===== config.mk =====
export PLATFORM = sky130hd
export DESIGN_NAME = flow_hash
export DESIGN_NICKNAME = d
export VERILOG_FILES = /design/src/hw/flow_table_pkg.sv /design/src/hw/flow_hash.sv
export VERILOG_INCLUDE_DIRS = /design/src /design/src/hw
export SDC_FILE = /design/constraint.sdc
export NUM_CORES = 1
export LEC_CHECK = 0
export ABC_AREA = 1
export BUFFER_PORTS_ARGS = -buffer_cell sky130_fd_sc_hd__buf_2
export CAP_MARGIN = 20
export CORE_ASPECT_RATIO = 0.8
export CORE_UTILIZATION = 55
export DETAILED_ROUTE_END_ITERATION = 8
export PLACE_DENSITY = 0.89
export SETUP_SLACK_MARGIN = 0.15
export SLEW_MARGIN = 10
export SYNTH_ARGS = -nofsm -noshare
export SYNTH_HDL_FRONTEND = slang
export SYNTH_SLANG_ARGS = --single-unit

===== constraint.sdc =====
create_clock -name clk -period 9.1 [get_ports clk]
set_clock_uncertainty 0.2 [all_clocks]
set_input_delay 0 -clock clk [delete_from_list [all_inputs] [get_ports clk]]
set_output_delay 0 -clock clk [all_outputs]
set_load 0.01 [all_outputs]

===== src/hw/flow_table_macros.svh =====
`ifndef FLOW_TABLE_MACROS_SVH
`define FLOW_TABLE_MACROS_SVH

// Table geometry
`define FT_WAYS     4
`define FT_AWIDTH   4

// Field widths
`define FT_TUPLE_W  32
`define FT_HADDR_W  32
`define FT_LEN_W    16

// Pipeline depths in cycles
`define FT_HASH_LAT 2
`define FT_READ_LAT 2

`endif


===== src/hw/flow_table_pkg.sv =====
`default_nettype none
`include "flow_table_macros.svh"

package flow_table_pkg;

    typedef logic [`FT_TUPLE_W-1:0] tuple_t;
    typedef logic [`FT_HADDR_W-1:0] haddr_t;

    // One entry of a subtable
    typedef struct packed {
        logic   valid;
        tuple_t tuple;
        haddr_t haddr;
    } fce_t;

    typedef struct packed {
        tuple_t                tuple;
        haddr_t                haddr;
        logic [`FT_LEN_W-1:0]  len;
    } meta_t;

    typedef struct packed {
        tuple_t tuple;
        haddr_t haddr;
    } ctrl_t;

    typedef logic [`FT_WAYS-1:0] way_mask_t;

    // Index into each way, way 0 in the low bits
    typedef logic [`FT_WAYS-1:0][`FT_AWIDTH-1:0] way_idx_t;

endpackage

`default_nettype wire


===== src/hw/flow_hash.sv =====
`timescale 1ns/1ps
`default_nettype none
`include "flow_table_macros.svh"

module flow_hash #(
    parameter type payload_t = flow_table_pkg::meta_t
) (
    input  wire                         clk,
    input  wire                         rst,
    input  wire flow_table_pkg::tuple_t in_tuple,
    input  wire payload_t               in_payload,
    input  wire                         in_valid,
    input  wire                         stall,
    output logic                        in_ready,
    output flow_table_pkg::way_idx_t    hash_idx,
    output payload_t                    hash_payload,
    output logic                        hash_valid
);
    import flow_table_pkg::*;

    logic [`FT_HASH_LAT-1:0] valid_q;
    way_idx_t                idx_q     [`FT_HASH_LAT];
    payload_t                payload_q [`FT_HASH_LAT];
    way_idx_t                idx_d;

    // Rotate left by 7 bits per way, then XOR the index-sized chunks together
    function automatic logic [`FT_AWIDTH-1:0] fold_idx(input tuple_t t, input int way);
        logic [2*`FT_TUPLE_W-1:0] dbl;
        tuple_t                   rot;
        logic [`FT_AWIDTH-1:0]    h;
        dbl = {t, t} << ((7 * way) % `FT_TUPLE_W);
        rot = dbl[2*`FT_TUPLE_W-1 -: `FT_TUPLE_W];
        h   = '0;
        for (int c = 0; c < `FT_TUPLE_W / `FT_AWIDTH; c++) begin
            h ^= rot[c*`FT_AWIDTH +: `FT_AWIDTH];
        end
        return h;
    endfunction

    always_comb begin
        for (int w = 0; w < `FT_WAYS; w++) begin
            idx_d[w] = fold_idx(in_tuple, w);
        end
    end

    assign in_ready = !stall;

    always_ff @(posedge clk) begin
        if (rst) begin
            valid_q <= '0;
        end else if (!stall) begin
            valid_q <= {valid_q[`FT_HASH_LAT-2:0], in_valid};
        end
    end

    always_ff @(posedge clk) begin
        if (!stall) begin
            idx_q[0]     <= idx_d;
            payload_q[0] <= in_payload;
            for (int k = 1; k < `FT_HASH_LAT; k++) begin
                idx_q[k]     <= idx_q[k-1];
                payload_q[k] <= payload_q[k-1];
            end
        end
    end

    assign hash_valid   = valid_q[`FT_HASH_LAT-1];
    assign hash_idx     = idx_q[`FT_HASH_LAT-1];
    assign hash_payload = payload_q[`FT_HASH_LAT-1];

    // A result waiting on a busy FSM must not move
    a_stall_hold: assert property (@(posedge clk) disable iff (rst)
        stall && hash_valid |=> hash_valid && $stable(hash_payload) && $stable(hash_idx));

endmodule

`default_nettype wire


After elaboration in Yosys (flattened, before gate mapping)
Memory sizes are Yosys's and may differ from the RTL's.
Index checks and enable logic that the tools add are counted.

word-level totals
  ROM bits = 0
  output and inout bits = 98
  RAM bits = 192
  register bits after elaboration = 2
  memories = 2
  word-level logic and storage cells = 33
  bits in latches = 0
  input bits = 116

operators by class
  equal/unequal tests = 0
  $lt $le $gt $ge = 0
  bitwise logic cells = 28
  muxes and demuxes = 1
  multiply operators = 0
  reduce and logical (&&, ||, !) cells = 1
  add/subtract/negate cells = 0
  shift-type cells = 0
  div/mod/pow operators = 0

memory list
  memory     depth  width  rd ports  clocked after memory_dff  wr ports  line             RTL
  payload_q  2      80     2         0                         2         flow_hash.sv:23  payload_t payload_q [`FT_HASH_LAT];
  idx_q      2      16     2         0                         2         flow_hash.sv:22  way_idx_t idx_q [`FT_HASH_LAT];

operators by type and width
  operator           number
  bitwise XOR 4 bit  28
  logical NOT 1 bit  1
  two-way mux 1 bit  1

Logic depth before layout (Yosys ltp)
  depth in word-level cells = 7
  depth in mapped cells = 8

Worst setup path before layout
No wires, ideal clock.

  path kind = in2reg
  from = in stall
  to = mem idx_q[0][0] (netlist name) (enable)
  required time = 8.353 ns
  arrival time = 3.784 ns
  buffers on the path = 0
  library setup time = 0.547 ns
  setup slack = 4.569 ns
  stages on the path = 1
  path through = inv_1

RTL lines
  what             line             RTL
  start, declared  flow_hash.sv:13  input wire stall,
  end, declared    flow_hash.sv:22

==> results.md <==
* Synth Cell Area at 0.007101 mm2
* Final cycle utilization of the critical path at 44.40%
* Worst skew pair latency at ~430 ps
* Placer Congestion at approximately 0.72
* Pre-CTS setup slack at 6835 ps
* Post-synth top area share at 81.20%
* Full die area at 0.01337 mm2
* Core Area at roughly 0.012 mm2
* Vias per cell at between 4 and 5
* Startpoint type of the worst setup path: primary input
* Crit path capture type: register
* Vias in the first global route at between 4000 and 5000
* Area Growth Syn to Fin at 33.76%
* Power per cell area at about 220 mW/mm2
* WL final at about 13 mm
* Total vias in the final route at 3921
* Initial DRC Count at roughly 180
* WP data arrival at between 4000 and 5000 ps
* Router iterations before antenna repair at 4
* Period minus WS final at 4040 ps
* Final TNS setup at 0 ps
* Slew Limit Fails at 0
* Final Hold Vio Count at 0
* Largest net degree at the start of global routing at 106
* Initial Util at a little under three fifths
* P_leak at 3.904 nW
* R2R Setup Slk at around 7700 ps
* FF-to-FF End: valid_q[0]
* Gr busiest metal: met2
* Diodes inserted at 0
* Synth Instances at slightly above 400
* Hpwl dp at 7.525 mm
* DR WL/cell at approximately 16 um
* Setup CP Type: in2reg
* CTS tree: built
* Die width at 129.0 um
* First-pass GRT wire length at slightly above 20 mm
* Synthesized Nets at 520
* WP data required at just over 9000 ps
* R2R depth at 3
* Sequential-to-total area share from yosys stat at 81.76%
* Met1 Usage GRT at between 20 and 25%
* NumNets Final at 775
* Worst-path maximum fanout at 4
* Worst hold path depth at 6
* Distinct cells, synth at 13
* Worst Tran Pin Value at 1048 ps
* Drt drc at 0
* CTS Buffer Depth at 2
* H-Tree Depth at 4
* CTS clock-pin slew for the worst setup and hold paths at 70 ps
* IO Port Bufs at 213
* Grt met2 use at 39.34%
* Unrepaired setup endpoints after global routing: no
* Final setup margin at between 5000 and 6000 ps
* # rows at 36
* Syn avg cell area at approximately 18 um2
* ANT nets after route at 0
* Top Ports at 214
* Max frequency at 0.2475 GHz
* Status: finished clean
* Root buf cell: clkbuf_16
* Synth top area cells: edfxtp_1 (81%), buf_4 (10%), nand2_1 (3.2%)
* YS warnings at 0
* Slew headroom at between 30% and 40%
* Final Hold Slack at about 67 ps
* Dpl cells at ~690
* Die height at 103.6 um
* Hold path startpoint: in_tuple[6]
* GRT Util Overall at between 20% and 30%
* CTS sink count at ~190
* Global route overflow at 0
* Hold/Removal Path Class: in2reg
* Max-cap violation count at 0
* TritonCTS buffer count at 17
* Worst vdd ir at roughly 0.12 mV
* Fraction of layout cells with a size suffix above 1 at roughly 37%
* Post-CTS Repair Setup Buffers at 0
* Yosys reg bits at just under 200
* Worst r2r src: valid_q[0]
* Initial antenna violation count at 0
* Layout Cells excl Fill at ~840
* WHS Endpoint: idx_q[0][15]
* Grt met3 use at around 6.4%
* Largest area contributor in the netlist: edfxtp_1
* Final setup viols at 0
synth_stat cells, drive strengths merged:
library cell and count:
nand2 63, buf 96, or2 2, a21oi 2, xnor2 10, xor2 10
nand3 13, edfxtp 192, dfxtp 2, inv 14
sequential cells by signal, indices dropped and copies added (netlist names):
register / flops
idx_q: 32
payload_q: 160
valid_q: 2
where the power goes:
part           switching (W)  internal, W  total (W)
clock               0.000308     0.000490   0.000798
combinational      0.0000939    0.0000963   0.000190
sequential         0.0000202      0.00107    0.00109
total               0.000422      0.00166    0.00208
per-stage QoR:
stage | cell area [um2] | power, W | utilization (%)
after floorplan | 7101 | 0.001210 | -
after global placement | 7675 | 0.001229 | 61.96
after detailed placement | 7675 | 0.001242 | 61.96
after CTS | 9498 | 0.002084 | 76.68
after global routing | 9498 | 0.002149 | 76.68
final | 9498 | 0.002081 | 76.68
per-layer routing:
layer / routed length [um] / vias up
li1: - / 1841
met1: 4771 / 1865
met2: 7440 / 199
met3: 986 / 16
met4: 208 / 0
met5: 0 / -
final cells by class:
class                      count  area, um2
clock buffer                  20      436.7
inverter                      14      60.06
fill                         653       2889
timing repair buffer         332       2255
clock inverter                12      205.2
multi-input combinational    100      521.8
tap                          171      214.0
sequential                   194       5806
cell usage in the layout (no fill, tap or decap):
master,n
a21oi_1,2
buf_2,213
buf_4,1
bufinv_16,5
clkbuf_1,3
clkbuf_16,17
clkinv_2,1
clkinv_4,1
clkinvlp_4,2
dfxtp_1,2
dlygate4sd3_1,118
edfxtp_1,192
inv_1,13
inv_6,3
inv_8,1
nand2_1,61
nand2_2,2
nand3_1,10
nand3_2,3
or2_1,1
or2_4,1
xnor2_1,10
xor2_1,10
cell families (layout without fill, tap and decap cells):
group	count (synthesis)	after routing	share of synthesized area, %
compound gates	2	2	0.1410
xor+xnor	20	20	2.467
flops	194	194	81.76
buf+inv	110	378	10.89
simple gates	78	78	4.740
worst max-delay path, stage by stage:
cell and delay (ps):
dlygate4sd3_1 540, buf_2 150, xor2_1 160, dlygate4sd3_1 570, nand2_1 50, dlygate4sd3_1 570
nand2_1 70, dlygate4sd3_1 580, inv_1 50, nand2_1 50, dlygate4sd3_1 620, nand2_1 70
dlygate4sd3_1 560
repair_timing:
action,4_1_cts,5_1_grt
resized for setup,0,0
endpoints found under the hold margin,99,0
hold buffers,118,0
worst max-delay path by stage:
stage,endpoint,from,cells past startpoint,slack (ps)
2_1_floorplan,idx_q[0][0],stall,1,4570
3_3_place_gp,payload_q[0][134],stall,3,6930
3_5_place_dp,payload_q[0][80],stall,3,6830
4_1_cts,idx_q[0][6],in_tuple[3],13,5240
5_1_grt,idx_q[0][5],in_tuple[18],13,4920
6_report,idx_q[0][6],in_tuple[3],13,5060
No activity file was read; power rests on OpenSTA's default activity.
