### config.mk
export PLATFORM = sky130hd
export DESIGN_NAME = placement_fsm_flat
export DESIGN_NICKNAME = d
export VERILOG_FILES = /design/src/hw/flow_table_pkg.sv /design/src/hw/subtable_if.sv /design/src/hw/placement_fsm.sv /design/src/flat_wrapper.sv
export VERILOG_INCLUDE_DIRS = /design/src /design/src/hw
export SDC_FILE = /design/constraint.sdc
export NUM_CORES = 1
export LEC_CHECK = 0
export BUFFER_PORTS_ARGS = -buffer_cell sky130_fd_sc_hd__buf_4
export CORE_AREA = 2 2 169 171
export DETAILED_ROUTE_END_ITERATION = 10
export DIE_AREA = 0 0 171 173
export PLACE_DENSITY = 0.61
export SKIP_CTS_REPAIR_TIMING = 1
export SLEW_MARGIN = 25
export SYNTH_ARGS = -nofsm -noshare
export SYNTH_HDL_FRONTEND = slang
export SYNTH_SLANG_ARGS = --single-unit
### constraint.sdc
create_clock -name clk -period 9.1 [get_ports clk]
set_input_delay 0.91 -clock clk [delete_from_list [all_inputs] [get_ports clk]]
set_output_delay 0.91 -clock clk [all_outputs]
set_load 0.1 [all_outputs]
### src/hw/flow_table_macros.svh
`ifndef FLOW_TABLE_MACROS_SVH
`define FLOW_TABLE_MACROS_SVH

// Table geometry
`define FT_WAYS     4
`define FT_AWIDTH   4

// Field widths
`define FT_TUPLE_W  32
`define FT_HADDR_W  32
`define FT_LEN_W    16

// Pipeline depths in cycles
`define FT_HASH_LAT 2
`define FT_READ_LAT 2

`endif

### src/hw/flow_table_pkg.sv
`default_nettype none
`include "flow_table_macros.svh"

package flow_table_pkg;

    typedef logic [`FT_TUPLE_W-1:0] tuple_t;
    typedef logic [`FT_HADDR_W-1:0] haddr_t;

    // One entry of a subtable
    typedef struct packed {
        logic   valid;
        tuple_t tuple;
        haddr_t haddr;
    } fce_t;

    typedef struct packed {
        tuple_t                tuple;
        haddr_t                haddr;
        logic [`FT_LEN_W-1:0]  len;
    } meta_t;

    typedef struct packed {
        tuple_t tuple;
        haddr_t haddr;
    } ctrl_t;

    typedef logic [`FT_WAYS-1:0] way_mask_t;

    // Index into each way, way 0 in the low bits
    typedef logic [`FT_WAYS-1:0][`FT_AWIDTH-1:0] way_idx_t;

endpackage

`default_nettype wire

### src/hw/subtable_if.sv
`timescale 1ns/1ps
`default_nettype none
`include "flow_table_macros.svh"

interface subtable_if;
    import flow_table_pkg::*;

    way_idx_t                idx;
    way_mask_t               rden;
    way_mask_t               wren;
    fce_t                    wdata;
    fce_t [`FT_WAYS-1:0]     q;

    modport client (output idx, output rden, output wren, output wdata, input q);

    modport memory (input idx, input rden, input wren, input wdata, output q);

endinterface

`default_nettype wire

### src/hw/placement_fsm.sv
`timescale 1ns/1ps
`default_nettype none
`include "flow_table_macros.svh"

module placement_fsm (
    input  wire                           clk,
    input  wire                           rst,
    input  wire flow_table_pkg::way_idx_t hash_idx,
    input  wire flow_table_pkg::ctrl_t    hash_payload,
    input  wire                           hash_valid,
    input  wire                           init_done,
    input  wire                           rd_done,
    output logic                          rd_start,
    subtable_if.client                    mem,
    output logic                          stall,
    output logic                          ctrl_done
);
    import flow_table_pkg::*;

    typedef enum logic [1:0] {
        IDLE,
        READ,
        DECIDE,
        WRITE
    } state_t;

    state_t    state;
    ctrl_t     ctrl_q;
    way_mask_t hit;
    way_mask_t empty;
    way_mask_t hit_q;
    way_mask_t empty_q;
    way_mask_t pick;
    logic      take;

    assign take  = (state == IDLE) && hash_valid && init_done;
    assign stall = (state != IDLE) || !init_done;

    always_comb begin
        for (int w = 0; w < `FT_WAYS; w++) begin
            hit[w]   = mem.q[w].valid && (mem.q[w].tuple == ctrl_q.tuple);
            empty[w] = !mem.q[w].valid;
        end
    end

    // Lowest hit first, else lowest empty way; all zero drops the record
    assign pick = (hit_q != '0) ? (hit_q & (~hit_q + 1'b1))
                                : (empty_q & (~empty_q + 1'b1));

    always_ff @(posedge clk) begin
        if (rst) begin
            state     <= IDLE;
            rd_start  <= 1'b0;
            mem.rden  <= '0;
            mem.wren  <= '0;
            ctrl_done <= 1'b0;
        end else begin
            rd_start  <= take;
            mem.rden  <= take ? '1 : '0;
            mem.wren  <= '0;
            ctrl_done <= 1'b0;
            case (state)
                IDLE: begin
                    if (take) begin
                        state <= READ;
                    end
                end
                READ: begin
                    if (rd_done) begin
                        state <= DECIDE;
                    end
                end
                DECIDE: begin
                    mem.wren  <= pick;
                    ctrl_done <= 1'b1;
                    state     <= WRITE;
                end
                default: begin
                    state <= IDLE;
                end
            endcase
        end
    end

    always_ff @(posedge clk) begin
        if (take) begin
            mem.idx <= hash_idx;
            ctrl_q  <= hash_payload;
        end
        if (state == READ && rd_done) begin
            hit_q   <= hit;
            empty_q <= empty;
        end
        if (state == DECIDE) begin
            mem.wdata <= '{valid: 1'b1, tuple: ctrl_q.tuple, haddr: ctrl_q.haddr};
        end
    end

    a_single_write: assert property (@(posedge clk) disable iff (rst)
        $onehot0(mem.wren));

endmodule

`default_nettype wire

### src/flat_wrapper.sv
// flat-port wrapper written by rule: the top's interface ports become plain ports
module placement_fsm_flat import flow_table_pkg::*;
  (clk, rst, hash_idx, hash_payload, hash_valid, init_done, rd_done, rd_start, stall, ctrl_done, mem_idx, mem_rden, mem_wren, mem_wdata, mem_q);
  subtable_if mem_i ();
  input  wire clk;
  input  wire rst;
  input  wire flow_table_pkg::way_idx_t hash_idx;
  input  wire flow_table_pkg::ctrl_t hash_payload;
  input  wire hash_valid;
  input  wire init_done;
  input  wire rd_done;
  output logic rd_start;
  output logic stall;
  output logic ctrl_done;
  output wire logic [$bits(mem_i.idx)-1:0] mem_idx;
  output wire logic [$bits(mem_i.rden)-1:0] mem_rden;
  output wire logic [$bits(mem_i.wren)-1:0] mem_wren;
  output wire logic [$bits(mem_i.wdata)-1:0] mem_wdata;
  input wire logic [$bits(mem_i.q)-1:0] mem_q;
  assign mem_idx = mem_i.idx;
  assign mem_rden = mem_i.rden;
  assign mem_wren = mem_i.wren;
  assign mem_wdata = mem_i.wdata;
  assign mem_i.q = mem_q;
  placement_fsm u_core (.clk(clk), .rst(rst), .hash_idx(hash_idx), .hash_payload(hash_payload), .hash_valid(hash_valid), .init_done(init_done), .rd_done(rd_done), .rd_start(rd_start), .mem(mem_i), .stall(stall), .ctrl_done(ctrl_done));
endmodule
Word-level counts from Yosys, hierarchy flattened
Cells that the tools add are included.

Muxes and demuxes: 6. Add/subtract/negate cells: 2. Equal/unequal tests: 8. Reduce and logical (&&, ||, !) cells: 18. Bitwise operators: 5.

Operators by type and width (number): 32-bit equality test (4); 4-bit by 1-bit adder with 4-bit output, second input constant (2); 4-bit bitwise AND (2); 4-bit 2-to-1 mux (2); 4-bit inverter (2); 1-bit logical AND (7); 2-bit case mux with 3 select lines (1); 1-bit logical NOT (5); 2-bit 2-to-1 mux (2); 4-bit nonzero test (1); 2-bit by 1-bit equality test with 1-bit output, second input constant (1); 2-bit equality test, second input constant (1); 2-bit logical NOT (1); 2-bit by 1-bit != test with 1-bit output, second input constant (1); 2-bit != test, second input constant (1); 2-bit AND reduction (1); 2-bit nonzero test (1); 2-bit OR reduction (1); 1-bit logical OR (1); 1-bit 2-to-1 mux (1); 1-bit inverter (1).

Register bits: 164. Word-level logic and storage cells: 54. Bits of input ports: 345. Output and inout port bits: 92.

Logic depth before layout (Yosys ltp)
Word-level depth: 5. Gate-level depth with buffers: 6. Mapped depth without buffers: 6.

Worst setup path after synthesis
No wires, ideal clock.

Kind: input port to flip-flop. Start point: input port init_done. End point: register u_core.ctrl_q[0] (netlist name) (enable). Cell stages on the path: 1. Path buffers: 0. Arrival time: 2.839 ns. Setup time: 0.448 ns. Slack: 5.813 ns. Data required time: 8.652 ns. Path through: and3_1.

Longest elaborated chain between the ends: 1.

Ends and longest elaborated chain: from (decl) (line flat_wrapper.sv:10) `input wire init_done;`; 1-bit logical AND (line placement_fsm.sv:36) `assign take = (state == IDLE) && hash_valid && init_done;`; to (signal assigned) (line placement_fsm.sv:88) `ctrl_q <= hash_payload;`; to (decl) (line placement_fsm.sv:28) `ctrl_t ctrl_q;`.

No other way between the ends. A chain may end at the register's enable or synchronous reset.

Worst setup path in the final report
Start point: register u_core.state[0]. End point: output port stall.

Longest elaborated chain between the ends: 2.

Ends and longest elaborated chain: from (decl) (line placement_fsm.sv:27) `state_t state;`; from (signal assigned) (line placement_fsm.sv:52) `state <= IDLE;`; from (signal assigned) (line placement_fsm.sv:65) `state <= READ;`; from (signal assigned) (line placement_fsm.sv:70) `state <= DECIDE;`; 2-bit nonzero test (line placement_fsm.sv:37) `assign stall = (state != IDLE) || !init_done;`; 1-bit logical OR (line placement_fsm.sv:37); to (decl) (line flat_wrapper.sv:13) `output logic stall;`.

No other way between the ends.

==> results.md <==
* Syn Area/Cell at 17.0 um2
* Share of layout cells above drive strength 1 at 0.482
* Min-Delay Path Class: reg -> reg
* Synth Register Bits at 160
* R2R setup slack at 6.89 ns
* Worst path bufs/invs at 2
* H-tree depth at 4
* Ys Warns at 0
* CTS tree: built
* Max_cap viols at 0
* Post-route minimum period at 2.41 ns
* Final nets at 1050
* Fin crit share at 0.265
* Switching share of total power at 0.410
* IO Pins at 437
* Highest-count cells in the layout ignoring fill and taps: buf_4, edfxtp_1, xor2_1
* GRT Overall Usage at 0.150
* Cell Area, Synth at 6410 um2
* Die Footprint at 29600 um2
* RSZ-0062 raised after global routing: no
* Required time worst endpoint at 8.19 ns
* Flop pwr share at 0.402
* Vias per Instance at 3.95
* Met3 wire len at 2010 um
* Commonest non-fill, non-tap cell in the layout: buf_4
* CTS Sinks at 160
* P&R area growth vs syn at 52.1%
* Sw Pwr at 1.06 mW
* DIE HEIGHT at 173 um
* RD Place Congestion at 0.761
* FILL cells at 2788
* Top Metal Used: met4
* Yosys top cell area share at 0.712
* Leading area contributor after synthesis: edfxtp_1
* Relative slew slack at 0.446
* Top delay family on crit path: buffers and inverters
* Worst Path Max Fanout at 4
* Clock Tree Buf Depth at 2
* Vias in the first global route at 4625
* M1 wire length at 9450 um
* Setup TNS at 0 ns
* Multi-input gate area at 1640 um2
* Final Hold Viols at 0
* Met2 WL post-DR at 10600 um
* Core box area at 27600 um2
* Leakage at 3.89 nW
* Post-synthesis instance total at 378
* Tightest hold margin at 0.409 ns
* Synth top area cells: edfxtp_1, xor2_1, nor4_1, dfxtp_1, ha_1
* Row Count at 61
* Worst EP arrival at 1.50 ns
* Combinational fraction of design power at 0.331
* Worst Skew at 0.0135 ns
* DR WL/cell at 20.5 um
* Crit-path max cell delay at 0.37 ns
* TritonCTS Buffers at 17
* Vias at 4316
* Cell Pwr Density at 264 nW/um2
* Net Count, Synth at 727
* Synth cell types at 23
* Worst path slowest cell: dfxtp_1
* Critical Path Source Type: register
* Port buffer count at 307
* Slew @ Worst Pin at 0.823 ns
* First-pass iteration count of the detailed router at 4
* # DRC at 0
* Maximum VDD drop at 0.000113 V
* CP Capture Type: primary output
* Initial antenna violation count at 0
* Die Span X at 171 um
* 1st-iter DRT viols at 184
* Pin count of the biggest net entering global routing at 82
* CP cell instances: inv_1, ha_1, nand2_1, buf_4
* Fin. max-slew vios at 0
* Post-route insts no fill at 1092
* Routed Antenna Nets at 0
* Setup CP Type: reg -> out
* Worst-Skew Late Latency at 0.42 ns
* Reg area at 4720 um2
* Root Buffer: clkbuf_16
* CTS clk-pin slew, worst paths at 0.07 ns
* Power Internal at 1.52 mW
* Dpl cells at 1059
* Final Setup Violations at 0
* Starting Density at 0.232
* Fmax at 415 MHz
* Total congestion overflow at 0
* Clock Power Share at 0.268
* First-pass GRT wire length at 30800 um
* Register area share after synthesis at 0.737
* Detailed placement HPWL at 17300 um
* Status: finished, final reports clean
* WL final at 22400 um
## worst reg2reg max path, stage by stage (launching register included)
cell,delay [ns]
edfxtp_1,0.60
xor2_1,0.24
nor4_1,0.62
nand4_1,0.36
nor3_2,0.24
## power by group through the flow
stage	Clock, mW	Combinational (mW)	Sequential, mW
floorplan	0	0.168	1.47
global placement	0	0.849	1.05
detailed placement	0	0.855	1.06
CTS	0.713	0.855	1.04
global route	0.741	0.889	1.05
finish	0.689	0.851	1.03
## through the flow
step	power (mW)	worst slack, ns	utilization	instance area (um2)
after detailed placement	1.91	6.31	0.332	9180
after floorplan	1.64	5.81	-	6410
after global placement	1.90	6.33	0.332	9170
final	2.57	6.69	0.353	9750
after global routing	2.68	6.61	0.353	9750
after CTS	2.61	6.66	0.352	9730
## synthesized netlist by cell type
cell type  instances
nor2_1             8
xor2_1           124
ha_1               4
nand3_1            8
and3_1             1
conb_1             1
nor4_1            29
nor3_1             6
nand4_1            4
nand2b_1           1
inv_1              6
xnor2_1            4
and2_1             1
dfxtp_1            8
nor4b_1            4
nor3_2             3
nand2_1            2
nor2b_1            3
mux2i_1            2
o21a_1             1
buf_4              5
a21oi_1            1
edfxtp_1         152
## metal layers
metal | up-vias | GRT usage
met3 | 15 | 0.0607
met4 | 0 | 0.0395
met2 | 214 | 0.244
met5 | - | 0
li1 | 2032 | -
met1 | 2055 | 0.182
## kinds of logic (layout without fill, tap and decap cells)
kind of cell / after synthesis / count (layout) / synth area share
adders and majority gates: 4 / 4 / 0.00781
other: 1 / 2 / 0.000585
and+or+nand+nor: 70 / 70 / 0.0650
buffers and inverters: 11 / 346 / 0.00937
xor gates and xnor gates: 128 / 128 / 0.175
DFF: 160 / 160 / 0.737
muxes: 2 / 2 / 0.00312
AOI/OAI and AO/OA: 2 / 2 / 0.00195
## state kept, by name, summed over array words and instances, names as in the netlist
signal and flops:
u_core.mem.idx 16, u_core.hit_q 4, u_core.mem.wdata 64, u_core.mem.rden 1
u_core.state 2, u_core.empty_q 4, u_core.ctrl_q 64, u_core.mem.wren 4
u_core.ctrl_done 1
## final timing paths
kind,start,endpoint,cells past startpoint
setup / recovery,u_core.state[0],stall,4
hold / removal,u_core.ctrl_q[13],u_core.mem.wdata[13],0
setup reg to reg,u_core.ctrl_q[40],u_core.hit_q[0],4
hold reg to reg,u_core.ctrl_q[13],u_core.mem.wdata[13],0
## cell type report
class / count / share of cell area
flip-flops and latches: 160 / 0.485
repair buffers: 309 / 0.240
multi-input cells: 207 / 0.168
well taps: 378 / 0.0485
clock buffers: 17 / 0.0436
clock inverters: 14 / 0.0126
inverters: 6 / 0.00231
diodes: 1 / 0.000257
(Power assumes the default switching activity.)
