`config.mk`:
```
export PLATFORM = sky130hd
export DESIGN_NAME = lookup_fsm_flat
export DESIGN_NICKNAME = d
export VERILOG_FILES = /design/src/hw/flow_table_pkg.sv /design/src/hw/subtable_if.sv /design/src/hw/lookup_fsm.sv /design/src/flat_wrapper.sv
export VERILOG_INCLUDE_DIRS = /design/src /design/src/hw
export SDC_FILE = /design/constraint.sdc
export NUM_CORES = 1
export LEC_CHECK = 0
export ABC_AREA = 1
export BUFFER_PORTS_ARGS = -buffer_cell sky130_fd_sc_hd__buf_2
export CAP_MARGIN = 20
export CELL_PAD_IN_SITES_DETAIL_PLACEMENT = 2
export CELL_PAD_IN_SITES_GLOBAL_PLACEMENT = 2
export CORE_AREA = 3 3 206 208
export CTS_CLUSTER_SIZE = 14
export DETAILED_ROUTE_END_ITERATION = 12
export DIE_AREA = 0 0 209 211
export GPL_ROUTABILITY_DRIVEN = 0
export HOLD_SLACK_MARGIN = 0.15
export PLACE_DENSITY_LB_ADDON = 0.1
export SLEW_MARGIN = 25
export SYNTH_ARGS = -nofsm -noshare
export SYNTH_HDL_FRONTEND = slang
export SYNTH_SLANG_ARGS = --single-unit
```
`constraint.sdc`:
```
create_clock -name clk -period 10.75 [get_ports clk]
set_clock_uncertainty 0.1 [all_clocks]
set_input_delay 0 -clock clk [delete_from_list [all_inputs] [get_ports clk]]
set_output_delay 0 -clock clk [all_outputs]
set_load 0.05 [all_outputs]
```
`src/hw/flow_table_macros.svh`:
```
`ifndef FLOW_TABLE_MACROS_SVH
`define FLOW_TABLE_MACROS_SVH

// Table geometry
`define FT_WAYS     4
`define FT_AWIDTH   4

// Field widths
`define FT_TUPLE_W  32
`define FT_HADDR_W  32
`define FT_LEN_W    16

// Pipeline depths in cycles
`define FT_HASH_LAT 2
`define FT_READ_LAT 2

`endif

```
`src/hw/flow_table_pkg.sv`:
```
`default_nettype none
`include "flow_table_macros.svh"

package flow_table_pkg;

    typedef logic [`FT_TUPLE_W-1:0] tuple_t;
    typedef logic [`FT_HADDR_W-1:0] haddr_t;

    // One entry of a subtable
    typedef struct packed {
        logic   valid;
        tuple_t tuple;
        haddr_t haddr;
    } fce_t;

    typedef struct packed {
        tuple_t                tuple;
        haddr_t                haddr;
        logic [`FT_LEN_W-1:0]  len;
    } meta_t;

    typedef struct packed {
        tuple_t tuple;
        haddr_t haddr;
    } ctrl_t;

    typedef logic [`FT_WAYS-1:0] way_mask_t;

    // Index into each way, way 0 in the low bits
    typedef logic [`FT_WAYS-1:0][`FT_AWIDTH-1:0] way_idx_t;

endpackage

`default_nettype wire

```
`src/hw/subtable_if.sv`:
```
`timescale 1ns/1ps
`default_nettype none
`include "flow_table_macros.svh"

interface subtable_if;
    import flow_table_pkg::*;

    way_idx_t                idx;
    way_mask_t               rden;
    way_mask_t               wren;
    fce_t                    wdata;
    fce_t [`FT_WAYS-1:0]     q;

    modport client (output idx, output rden, output wren, output wdata, input q);

    modport memory (input idx, input rden, input wren, input wdata, output q);

endinterface

`default_nettype wire

```
`src/hw/lookup_fsm.sv`:
```
`timescale 1ns/1ps
`default_nettype none
`include "flow_table_macros.svh"

module lookup_fsm (
    input  wire                           clk,
    input  wire                           rst,
    input  wire flow_table_pkg::way_idx_t hash_idx,
    input  wire flow_table_pkg::meta_t    hash_payload,
    input  wire                           hash_valid,
    input  wire                           init_done,
    input  wire                           rd_done,
    output logic                          rd_start,
    subtable_if.client                    mem,
    output logic                          stall,
    output flow_table_pkg::meta_t         out_meta_data,
    output logic                          out_meta_valid,
    input  wire                           out_meta_ready
);
    import flow_table_pkg::*;

    typedef enum logic [1:0] {
        IDLE,
        READ,
        RESPOND
    } state_t;

    state_t    state;
    meta_t     meta_q;
    way_mask_t hit;
    haddr_t    hit_haddr;
    logic      take;

    assign take  = (state == IDLE) && hash_valid && init_done;
    assign stall = (state != IDLE) || !init_done;

    // Lookup side never writes
    assign mem.wren  = '0;
    assign mem.wdata = '0;

    // Lowest matching way wins, zero address on a miss
    always_comb begin
        hit_haddr = '0;
        for (int w = `FT_WAYS - 1; w >= 0; w--) begin
            hit[w] = mem.q[w].valid && (mem.q[w].tuple == meta_q.tuple);
            if (hit[w]) begin
                hit_haddr = mem.q[w].haddr;
            end
        end
    end

    always_ff @(posedge clk) begin
        if (rst) begin
            state          <= IDLE;
            rd_start       <= 1'b0;
            mem.rden       <= '0;
            out_meta_valid <= 1'b0;
        end else begin
            rd_start <= take;
            mem.rden <= take ? '1 : '0;
            case (state)
                IDLE: begin
                    if (take) begin
                        state <= READ;
                    end
                end
                READ: begin
                    if (rd_done) begin
                        out_meta_valid <= 1'b1;
                        state          <= RESPOND;
                    end
                end
                RESPOND: begin
                    if (out_meta_ready) begin
                        out_meta_valid <= 1'b0;
                        state          <= IDLE;
                    end
                end
                default: begin
                    state <= IDLE;
                end
            endcase
        end
    end

    always_ff @(posedge clk) begin
        if (take) begin
            mem.idx <= hash_idx;
            meta_q  <= hash_payload;
        end
        if (state == READ && rd_done) begin
            out_meta_data <= '{tuple: meta_q.tuple, haddr: hit_haddr, len: meta_q.len};
        end
    end

endmodule

`default_nettype wire

```
`src/flat_wrapper.sv`:
```
// flat-port wrapper written by rule: the top's interface ports become plain ports
module lookup_fsm_flat import flow_table_pkg::*;
  (clk, rst, hash_idx, hash_payload, hash_valid, init_done, rd_done, rd_start, stall, out_meta_data, out_meta_valid, out_meta_ready, mem_idx, mem_rden, mem_wren, mem_wdata, mem_q);
  subtable_if mem_i ();
  input  wire clk;
  input  wire rst;
  input  wire flow_table_pkg::way_idx_t hash_idx;
  input  wire flow_table_pkg::meta_t hash_payload;
  input  wire hash_valid;
  input  wire init_done;
  input  wire rd_done;
  output logic rd_start;
  output logic stall;
  output flow_table_pkg::meta_t out_meta_data;
  output logic out_meta_valid;
  input  wire out_meta_ready;
  output wire logic [$bits(mem_i.idx)-1:0] mem_idx;
  output wire logic [$bits(mem_i.rden)-1:0] mem_rden;
  output wire logic [$bits(mem_i.wren)-1:0] mem_wren;
  output wire logic [$bits(mem_i.wdata)-1:0] mem_wdata;
  input wire logic [$bits(mem_i.q)-1:0] mem_q;
  assign mem_idx = mem_i.idx;
  assign mem_rden = mem_i.rden;
  assign mem_wren = mem_i.wren;
  assign mem_wdata = mem_i.wdata;
  assign mem_i.q = mem_q;
  lookup_fsm u_core (.clk(clk), .rst(rst), .hash_idx(hash_idx), .hash_payload(hash_payload), .hash_valid(hash_valid), .init_done(init_done), .rd_done(rd_done), .rd_start(rd_start), .mem(mem_i), .stall(stall), .out_meta_data(out_meta_data), .out_meta_valid(out_meta_valid), .out_meta_ready(out_meta_ready));
endmodule
```
# Yosys cells after proc, flatten, opt, wreduce, memory -nomap -nowiden
# Index checks and enable logic that the tools add are counted.
[word_totals]
inputBits = 362
out_inout_bits = 172
ff_bits = 152
[op_classes]
n_reduce_logical = 14
mux = 12
eq_ne = 9
[op_table]
columns = ["op", "n"]
rows = [
  ["32-bit == test", 4],
  ["32-bit two-way mux", 4],
  ["1-bit logical AND", 7],
  ["2-bit two-way mux", 3],
  ["2-bit case mux with 3 select lines", 1],
  ["3-bit AND reduction", 2],
  ["4-bit two-way mux", 1],
  ["2-bit != test, second input constant", 2],
  ["2-bit nonzero test", 2],
  ["2-bit by 1-bit == test with 1-bit output, second input constant", 1],
  ["2-bit == test, second input constant", 1],
  ["2-bit logical NOT", 1],
  ["1-bit two-way mux", 2],
  ["2-bit by 1-bit != test with 1-bit output, second input constant", 1],
  ["1-bit case mux with 2 select lines", 1],
  ["1-bit logical NOT", 1],
  ["1-bit logical OR", 1],
]

# Depth between registers and ports, before layout
# Gate-level depths: netlist (run 1).
[logic_depth]
ltp_word = 6
mapped_depth = 14

# Worst setup path before layout (run 1)
# OpenSTA, ideal clock, no wires.
[synth_path]
path_type = "reg-to-reg"
startpoint = "register u_core.state[0]"
endpoint = "register u_core.out_meta_valid"
required_time_ps = 10564
slack_ps = 4076
arrival_ps = 6488
stages_incl_launch_ff = 5
setup_ps = 86
cell_sequence = "dfxtp_1 > inv_1 > nor3_1 > inv_1 > a21oi_1"
[synth_between]
elab_chain_len = 3
[synth_rtl]
columns = ["element", "line", "text"]
rows = [
  ["from (decl)", "lookup_fsm.sv:28", "state_t state;"],
  ["from (signal assigned)", "lookup_fsm.sv:54", "state <= IDLE;"],
  ["from (signal assigned)", "lookup_fsm.sv:64", "state <= READ;"],
  ["from (signal assigned)", "lookup_fsm.sv:70", "state <= RESPOND;"],
  ["2-bit == test / 2-bit by 1-bit == test with 1-bit output (equally long branches)", "lookup_fsm.sv:61", "case (state)"],
  ["2-bit != test (no source line) / 2-bit nonzero test (equally long branches)", "-", ""],
  ["3-bit AND reduction (no source line)", "-", ""],
  ["to (signal assigned)", "lookup_fsm.sv:57", "out_meta_valid <= 1'b0;"],
  ["to (signal assigned)", "lookup_fsm.sv:69", "out_meta_valid <= 1'b1;"],
  ["to (signal assigned)", "lookup_fsm.sv:75", "out_meta_valid <= 1'b0;"],
  ["to (decl)", "lookup_fsm.sv:17", "output logic out_meta_valid,"],
]
# Parallel ways exist; a longest one is shown, timed or not.
# A chain may end at the register's enable or synchronous reset.

# Worst setup path after layout (run 1)
[layout_path]
startpoint = "register u_core.meta_q[53] in the netlist's numbering"
endpoint = "register u_core.out_meta_data[32] (netlist name)"
[layout_between]
elab_chain_len = 6
[layout_rtl]
columns = ["element", "line", "text"]
rows = [
  ["from (decl)", "lookup_fsm.sv:29", "meta_t meta_q;"],
  ["from (signal assigned)", "lookup_fsm.sv:89", "meta_q <= hash_payload;"],
  ["32-bit == test", "lookup_fsm.sv:45", "hit[w] = mem.q[w].valid && (mem.q[w].tuple == meta_q.tuple);"],
  ["1-bit logical AND", "lookup_fsm.sv:45", ""],
  ["32-bit two-way mux (3 in series)", "lookup_fsm.sv:46", "if (hit[w]) begin"],
  ["32-bit two-way mux *", "lookup_fsm.sv:46", ""],
  ["via u_core.hit_haddr[16]", "lookup_fsm.sv:31", "haddr_t hit_haddr;"],
]
# The timed path passes the listed nets; every way through them passes the cells marked *.

==> results by group, run 1 <==
Detailed routing
  • Total wire length: roughly 42000 um
  • Via count: between 8000 and 9000
  • DR iter-0 viols: around 350
  • Post-route ant nets: 0
  • Drt via density: around 4.1
  • DRT Pass-1 Iters: 6
  • Remaining DRCs: 0
  • DR WL/cell: 20.3 um

Layout
  • Layout area overhead: 58.8%
  • Layout cells sized above 1: between 30 and 40%
  • Final Util: between 30% and 40%
  • Post-Layout Cell Count: between 2000 and 2500
  • Final Cell Area: ~0.013 mm2
  • Final layout net count: 1892
  • Most frequent cells in the layout: buf_2, nand2_1, dlygate4sd3_1, edfxtp_1, nor2_1
  • Most common cell after layout, fill and taps aside: buf_2

Floorplan
  • # rows: 74
  • Initial Util: between 10% and 20%
  • Core area: 0.0407 mm2
  • Die area: approximately 0.044 mm2
  • Boundary Pins: ~530
  • Die X-Extent: 209 um
  • Die Span Y: between 200 and 250 um

Timing
  • Final critical-path share of the clock period: around a third
  • Tightest Pin Transition: about 950 ps
  • Fmax: about 0.28 GHz
  • Final hold vios: 0
  • Setup ws final: between 7000 and 8000 ps
  • Final min period: roughly 3600 ps
  • Pins Over Slew Limit: 0
  • RSZ-0062 raised after global routing: no
  • Worst relative slew slack: between 30% and 40%
  • Final setup viols: 0
  • Setup TNS Final: 0 ps
  • Hold_ws: between 150 and 200 ps

Synthesis
  • YS warnings: 0
  • Cells after Synth: between 900 and 1000
  • Portion of netlist area occupied by mux cells: 0%
  • Yosys top cell area share: between 50% and 60%
  • Synth Area in Compound Gates: 6.18%
  • Synthesized-area fraction occupied by adder cells: 0%
  • Sequential share of the synthesized area: 54.1%
  • Syn avg cell area: slightly below 9 um2
  • Largest cells by area after synthesis: edfxtp_1, nand2_1, buf_4
  • Cell taking the most area after synthesis: edfxtp_1
  • Cell variety after synth: 30
  • Main combinational cell family by area after synthesis: simple AND/OR/NAND/NOR gates
  • Synth Area in XOR/XNOR: under 10%
  • Yosys reg bits: between 100 and 150
  • Netlist Area Pre-Place: 0.00815 mm2
  • Post-Synth Simple-Gate Area: between 20% and 30%

Power
  • Tot Pwr: between 1.5 and 2 mW
  • Clk pwr share: 39.6%
  • Net Switching: 482 uW
  • Int Pwr: between 1 and 1.5 mW
  • Pwr dens: 122 mW/mm2
  • Flop pwr share: roughly 43%
  • Sw frac: a little under a third
  • Gate power share: ~18%
  • Leak pwr: around 6.1 nW
  • Max VDD drop: roughly 0.10 mV

Global route
  • Vias in the first global route: approximately 9500
  • Total GRT Usage: 18.7%
  • Global-route wire length before repair: slightly above 60000 um
  • Initial antenna violation count: 19
  • Largest net degree at the start of global routing: 65
  • Grt total ovfl: 0

Placed design
  • Port bufs: approximately 430
  • Place WS: 7720 ps
  • Post-DP HPWL: around 32000 um
  • Placed instance area: about 0.011 mm2
  • Placed insts: 1871

Worst hold path
  • Hold Path Class: in -> reg

Clock tree
  • Clock tree buffer depth: 2
  • Hold buffer count at cts: roughly 170
  • Root buf cell: clkbuf_16
  • CTS tree: yes
  • Clk slew on worst S/H paths: ~80 ps
  • CTS Buf Count: 17
  • Sinks on Clock Net: about 150
  • H-tree levels: 4
  • Setup Buffers After CTS: 0
  • Clk Latency, worst-skew pair: approximately 440 ps
  • Post-CTS resize count: 0

Critical path
  • Worst-path cell chain: inv_1 > o21ai_0 > nor2_1 > nand3_1 > nor2_1 > nand3_1 > nor2_4 > buf_4 > nor2_1 > nand2_1 > nand2_1 > dlygate4sd3_1
  • CP most frequent cell: nor2_1
  • CP max FO: 64
  • Critical path's slowest cell: buf_4
  • Startpoint types: flip-flop
  • Worst path arrival time: ~3700 ps
  • WS Path Type: reg -> reg
  • CP required: approximately 11000 ps
  • Crit. End Element: flip-flop
  • Max incr delay on CP: 570 ps

Run
  • MaxCap Viol Count: 0

Run status
  • Outcome: complete, no violations
worst max-delay path: cells and delay by family (launching register included):
family,cells,cell delay [ps]
flops,1,410
buf+inv,3,1450
simple gates,8,1180
compound gates,1,140
path summary, 6_finish.rpt:
path	startpoint	to	slack [ps]	depth (start not counted)
setup / recovery	u_core.meta_q[53]$_DFFE_PP_	u_core.out_meta_data[32]$_DFFE_PP_	7150	12
hold / removal	hash_payload[7]	u_core.meta_q[7]$_DFFE_PP_	180	2
setup reg to reg	u_core.meta_q[53]$_DFFE_PP_	u_core.out_meta_data[32]$_DFFE_PP_	7150	12
hold reg to reg	u_core.meta_q[4]$_DFFE_PP_	u_core.out_meta_data[4]$_DFFE_PP_	310	0
power groups by stage:
stage	sequential (mW)	clock [mW]	combinational [mW]
after floorplan	0.709	0	0.128
after global placement	0.681	0	0.237
after detailed placement	0.681	0	0.240
after CTS	0.668	0.648	0.282
after global routing	0.671	0.667	0.307
final	0.668	0.622	0.282
cell families after synthesis:
logic type,count (synthesis)
AOI/OAI and AO/OA,96
xor gates and xnor gates,39
DFF,148
and+or+nand+nor,474
buffers and inverters,169
other,1
synth_stat cells, drive strengths merged:
cell    number
nand2      292
edfxtp     144
buf         97
nor2        90
inv         72
o21ai       46
nand3       45
nor3        40
a21oi       37
xnor2       21
xor2        18
o22ai        8
dfxtp        4
or2          3
nand4        2
o211ai       2
a21boi       1
a21o         1
and2         1
conb         1
nor4         1
o31ai        1
layout make-up:
cell class / count / area [um2]
inverters: 72 / 272
clock inverters: 14 / 159
multi-input cells: 678 / 3030
diodes: 7 / 17.5
flip-flops and latches: 148 / 4400
well taps: 532 / 666
clock buffers: 18 / 429
repair buffers: 613 / 3950
fillers: 4765 / 27800
state kept, by name, indices dropped and copies added, names as in the netlist:
name,flops
u_core.mem.idx,16
u_core.out_meta_valid,1
u_core.out_meta_data,80
u_core.meta_q,48
u_core.mem.rden,1
u_core.state,2
layer usage:
metal / wire length (um) / global-route usage [%] / share of wire, % / vias to the layer above
met5: 154 / 0 / 0.36 / -
met4: 603 / 5.29 / 1.4 / 22
met3: 2700 / 5.38 / 6.4 / 48
met2: 21800 / 33.6 / 51 / 276
met1: 17100 / 21.9 / 40 / 4069
li1: - / - / - / 4120
No activity file was read; power rests on OpenSTA's default activity.
==> run 2: changes to the inputs <==
CORE_AREA = 3 3 209 211   (was 3 3 206 208)
DIE_AREA = 0 0 212 214   (was 0 0 209 211)
clock period = 3.7 ns   (was 10.75 ns; I/O delays follow)
==> run 2 against run 1 <==
Net effect: setup slack worse by 6700 ps; clock power grew to 3.0 times the previous value; register-to-register slack worse by 6700 ps; total power grew to 3.0 times the previous value; highest routed layer unchanged; cell count is 0.82% higher; flip-flop and latch count stayed put; final area is 1.2% higher; routed wire length is 0.30% lower; worst hold slack better by 2.8 ps.
==> results by group, run 2 (synthesis gave the netlist of run 1 again) <==
Timing
  • Final setup viols: 0 (unchanged)
  • Tightest Pin Transition: 812 ps (was 952 ps)
  • Setup ws final: 420 ps (was 7150 ps)
  • Final critical-path share of the clock period: 88.6% (was 33.5%)
  • Setup TNS Final: 0 ps (unchanged)
  • Final hold vios: 0 (unchanged)
  • Fmax: 0.305 GHz (was 0.277 GHz)
  • Worst relative slew slack: 45.9% (was 36.5%)
  • Pins Over Slew Limit: 0 (unchanged)
  • RSZ-0062 raised after global routing: no (unchanged)
  • Hold_ws: 184 ps (was 181 ps)
  • Final min period: 3280 ps (was 3600 ps)

Placed design
  • Port bufs: 432 (unchanged)
  • Place WS: 997 ps (was 7720 ps)
  • Post-DP HPWL: 32200 um (was 31700 um)
  • Placed instance area: 0.0107 mm2 (was 0.0106 mm2)

Global route
  • Grt total ovfl: 0 (unchanged)
  • Initial antenna violation count: 14 (was 19)
  • Largest net degree at the start of global routing: 65 (unchanged)
  • Global-route wire length before repair: 60900 um (about the same)
  • Vias in the first global route: 9539 (was 9482)
  • Total GRT Usage: 18.3% (was 18.7%)

Power
  • Int Pwr: 3.24 mW (was 1.09 mW)
  • Tot Pwr: 4.64 mW (was 1.57 mW)
  • Flop pwr share: 41.8% (was 42.5%)
  • Sw frac: 30.2% (was 30.6%)
  • Pwr dens: 354 mW/mm2 (was 122 mW/mm2)
  • Net Switching: 1.40 mW (was 482 uW)
  • Leak pwr: 6.16 nW (was 6.10 nW)
  • Clk pwr share: 40.4% (was 39.6%)
  • Gate power share: 17.8% (was 17.9%)
  • Max VDD drop: 0.307 mV (was 0.103 mV)

Critical path
  • Crit. End Element: flip-flop (unchanged)
  • Startpoint types: flip-flop (unchanged)
  • Worst path arrival time: 3490 ps (was 3690 ps)
  • CP required: 3910 ps (was 10840 ps)
  • WS Path Type: reg -> reg (unchanged)
  • CP max FO: 32 (was 64)

Detailed routing
  • DR WL/cell: 20.1 um (was 20.3 um)
  • DRT Pass-1 Iters: 4 (was 6)
  • Post-route ant nets: 0 (unchanged)
  • Drt via density: 4.10 (about the same)
  • Remaining DRCs: 0 (unchanged)
  • DR iter-0 viols: 318 (was 348)
  • Total wire length: 42200 um (was 42300 um)
  • Via count: 8600 (was 8535)

Layout
  • Most common cell after layout, fill and taps aside: buf_2 (unchanged)
  • Most frequent cells in the layout: buf_2, nand2_1, dlygate4sd3_1, edfxtp_1, nor2_1 (unchanged)
  • Layout area overhead: 60.8% (was 58.8%)
  • Most flops, register: u_core.out_meta_data (unchanged)
  • Final layout net count: 1903 (was 1892)
  • Final Cell Area: 0.0131 mm2 (was 0.0129 mm2)
  • Multi-input gate area: 0.00304 mm2 (was 0.00303 mm2)
  • FF/Latch Area: 0.00440 mm2 (unchanged)
  • Layout cells sized above 1: 32.0% (about the same)
  • Largest regs: u_core.out_meta_data: 80 flops, u_core.meta_q: 48 flops, u_core.mem.idx: 16 flops (unchanged)
  • Fill count: 4870 (was 4765)
  • Largest register FFs: 80 (unchanged)

Clock tree
  • Root buf cell: clkbuf_16 (unchanged)
  • H-tree levels: 4 (unchanged)
  • Clock tree buffer depth: 2 (unchanged)
  • Clk Latency, worst-skew pair: 450 ps (was 440 ps)
  • CTS Buf Count: 17 (unchanged)
  • Sinks on Clock Net: 148 (unchanged)
  • Post-CTS resize count: 0 (unchanged)
  • Clk slew on worst S/H paths: 70 ps (was 80 ps)
  • CTS tree: yes (unchanged)

Floorplan
  • Boundary Pins: 534 (unchanged)
  • Die area: 0.0454 mm2 (was 0.0441 mm2)
  • Die Span Y: 214 um (was 211 um)
  • # rows: 75 (was 74)
  • Die X-Extent: 212 um (was 209 um)
  • Initial Util: 19.4% (was 20.0%)
  • Core area: 0.0419 mm2 (was 0.0407 mm2)

Worst hold path
  • Hold Path Class: in -> reg (unchanged)

Run status
  • Outcome: complete, no violations (unchanged)

Run
  • MaxCap Viol Count: 0 (unchanged)
run 2: worst paths after layout:
check | slack [ps] | start | depth (start not counted) | to
setup / recovery | 420 | u_core.meta_q[78]$_DFFE_PP_ | 10 | u_core.out_meta_data[32]$_DFFE_PP_
setup reg to reg | 420 | u_core.meta_q[78]$_DFFE_PP_ | 10 | u_core.out_meta_data[32]$_DFFE_PP_
hold / removal | 180 | hash_payload[73] | 2 | u_core.meta_q[73]$_DFFE_PP_
hold reg to reg | 320 | u_core.meta_q[1]$_DFFE_PP_ | 0 | u_core.out_meta_data[1]$_DFFE_PP_
run 2: layout make-up:
type                       count  area share, %
multi-input combinational    678           23.2
clock buffer                  17           3.25
antenna                        6          0.115
timing repair buffer         624           31.2
inverter                      72           2.07
sequential                   148           33.6
tap                          539           5.15
clock inverter                15           1.42
run 2: power by group through the flow:
stage	Clock, mW	Sequential, mW	Combinational (mW)
floorplan	0	2.06	0.371
global placement	0	1.98	0.692
detailed placement	0	1.98	0.700
CTS	1.95	1.94	0.827
global route	2.00	1.95	0.898
finish	1.87	1.94	0.825
run 2: per-layer routing:
| layer | part of all wire [%] | track usage [%] | up-vias | wire length [um] |
|---|---|---|---|---|
| li1 | - | - | 4140 | - |
| met1 | 41 | 21.3 | 4148 | 17100 |
| met2 | 52 | 33.2 | 267 | 21800 |
| met3 | 6.4 | 5.48 | 29 | 2720 |
| met4 | 0.95 | 3.44 | 16 | 401 |
| met5 | 0.22 | 0 | - | 92 |
run 2: stage by stage:
| step | cells | util [%] |
|---|---|---|
| after floorplan | 995 | - |
| after global placement | 1881 | 25.4 |
| after detailed placement | 1881 | 25.4 |
| after CTS | 2093 | 31.2 |
| after global routing | 2097 | 31.2 |
| final | 2099 | 31.2 |
run 2: what timing repair did:
| action | in CTS | in global routing |
|---|---|---|
| hold endpoints to repair | 100 | 0 |
| endpoints found under the setup margin | 0 | 0 |
| hold buffers | 180 | 0 |
| buffers inserted | 0 | 0 |
run 2: worst max-delay path: stages (launching register included):
cell	delay, ps
edfxtp_1	580
xor2_1	240
nor3_1	580
nand3_1	170
nor2_2	120
buf_4	390
nand3_1	180
nand2_1	120
nand2_1	60
nand2_1	50
dlygate4sd3_1	540
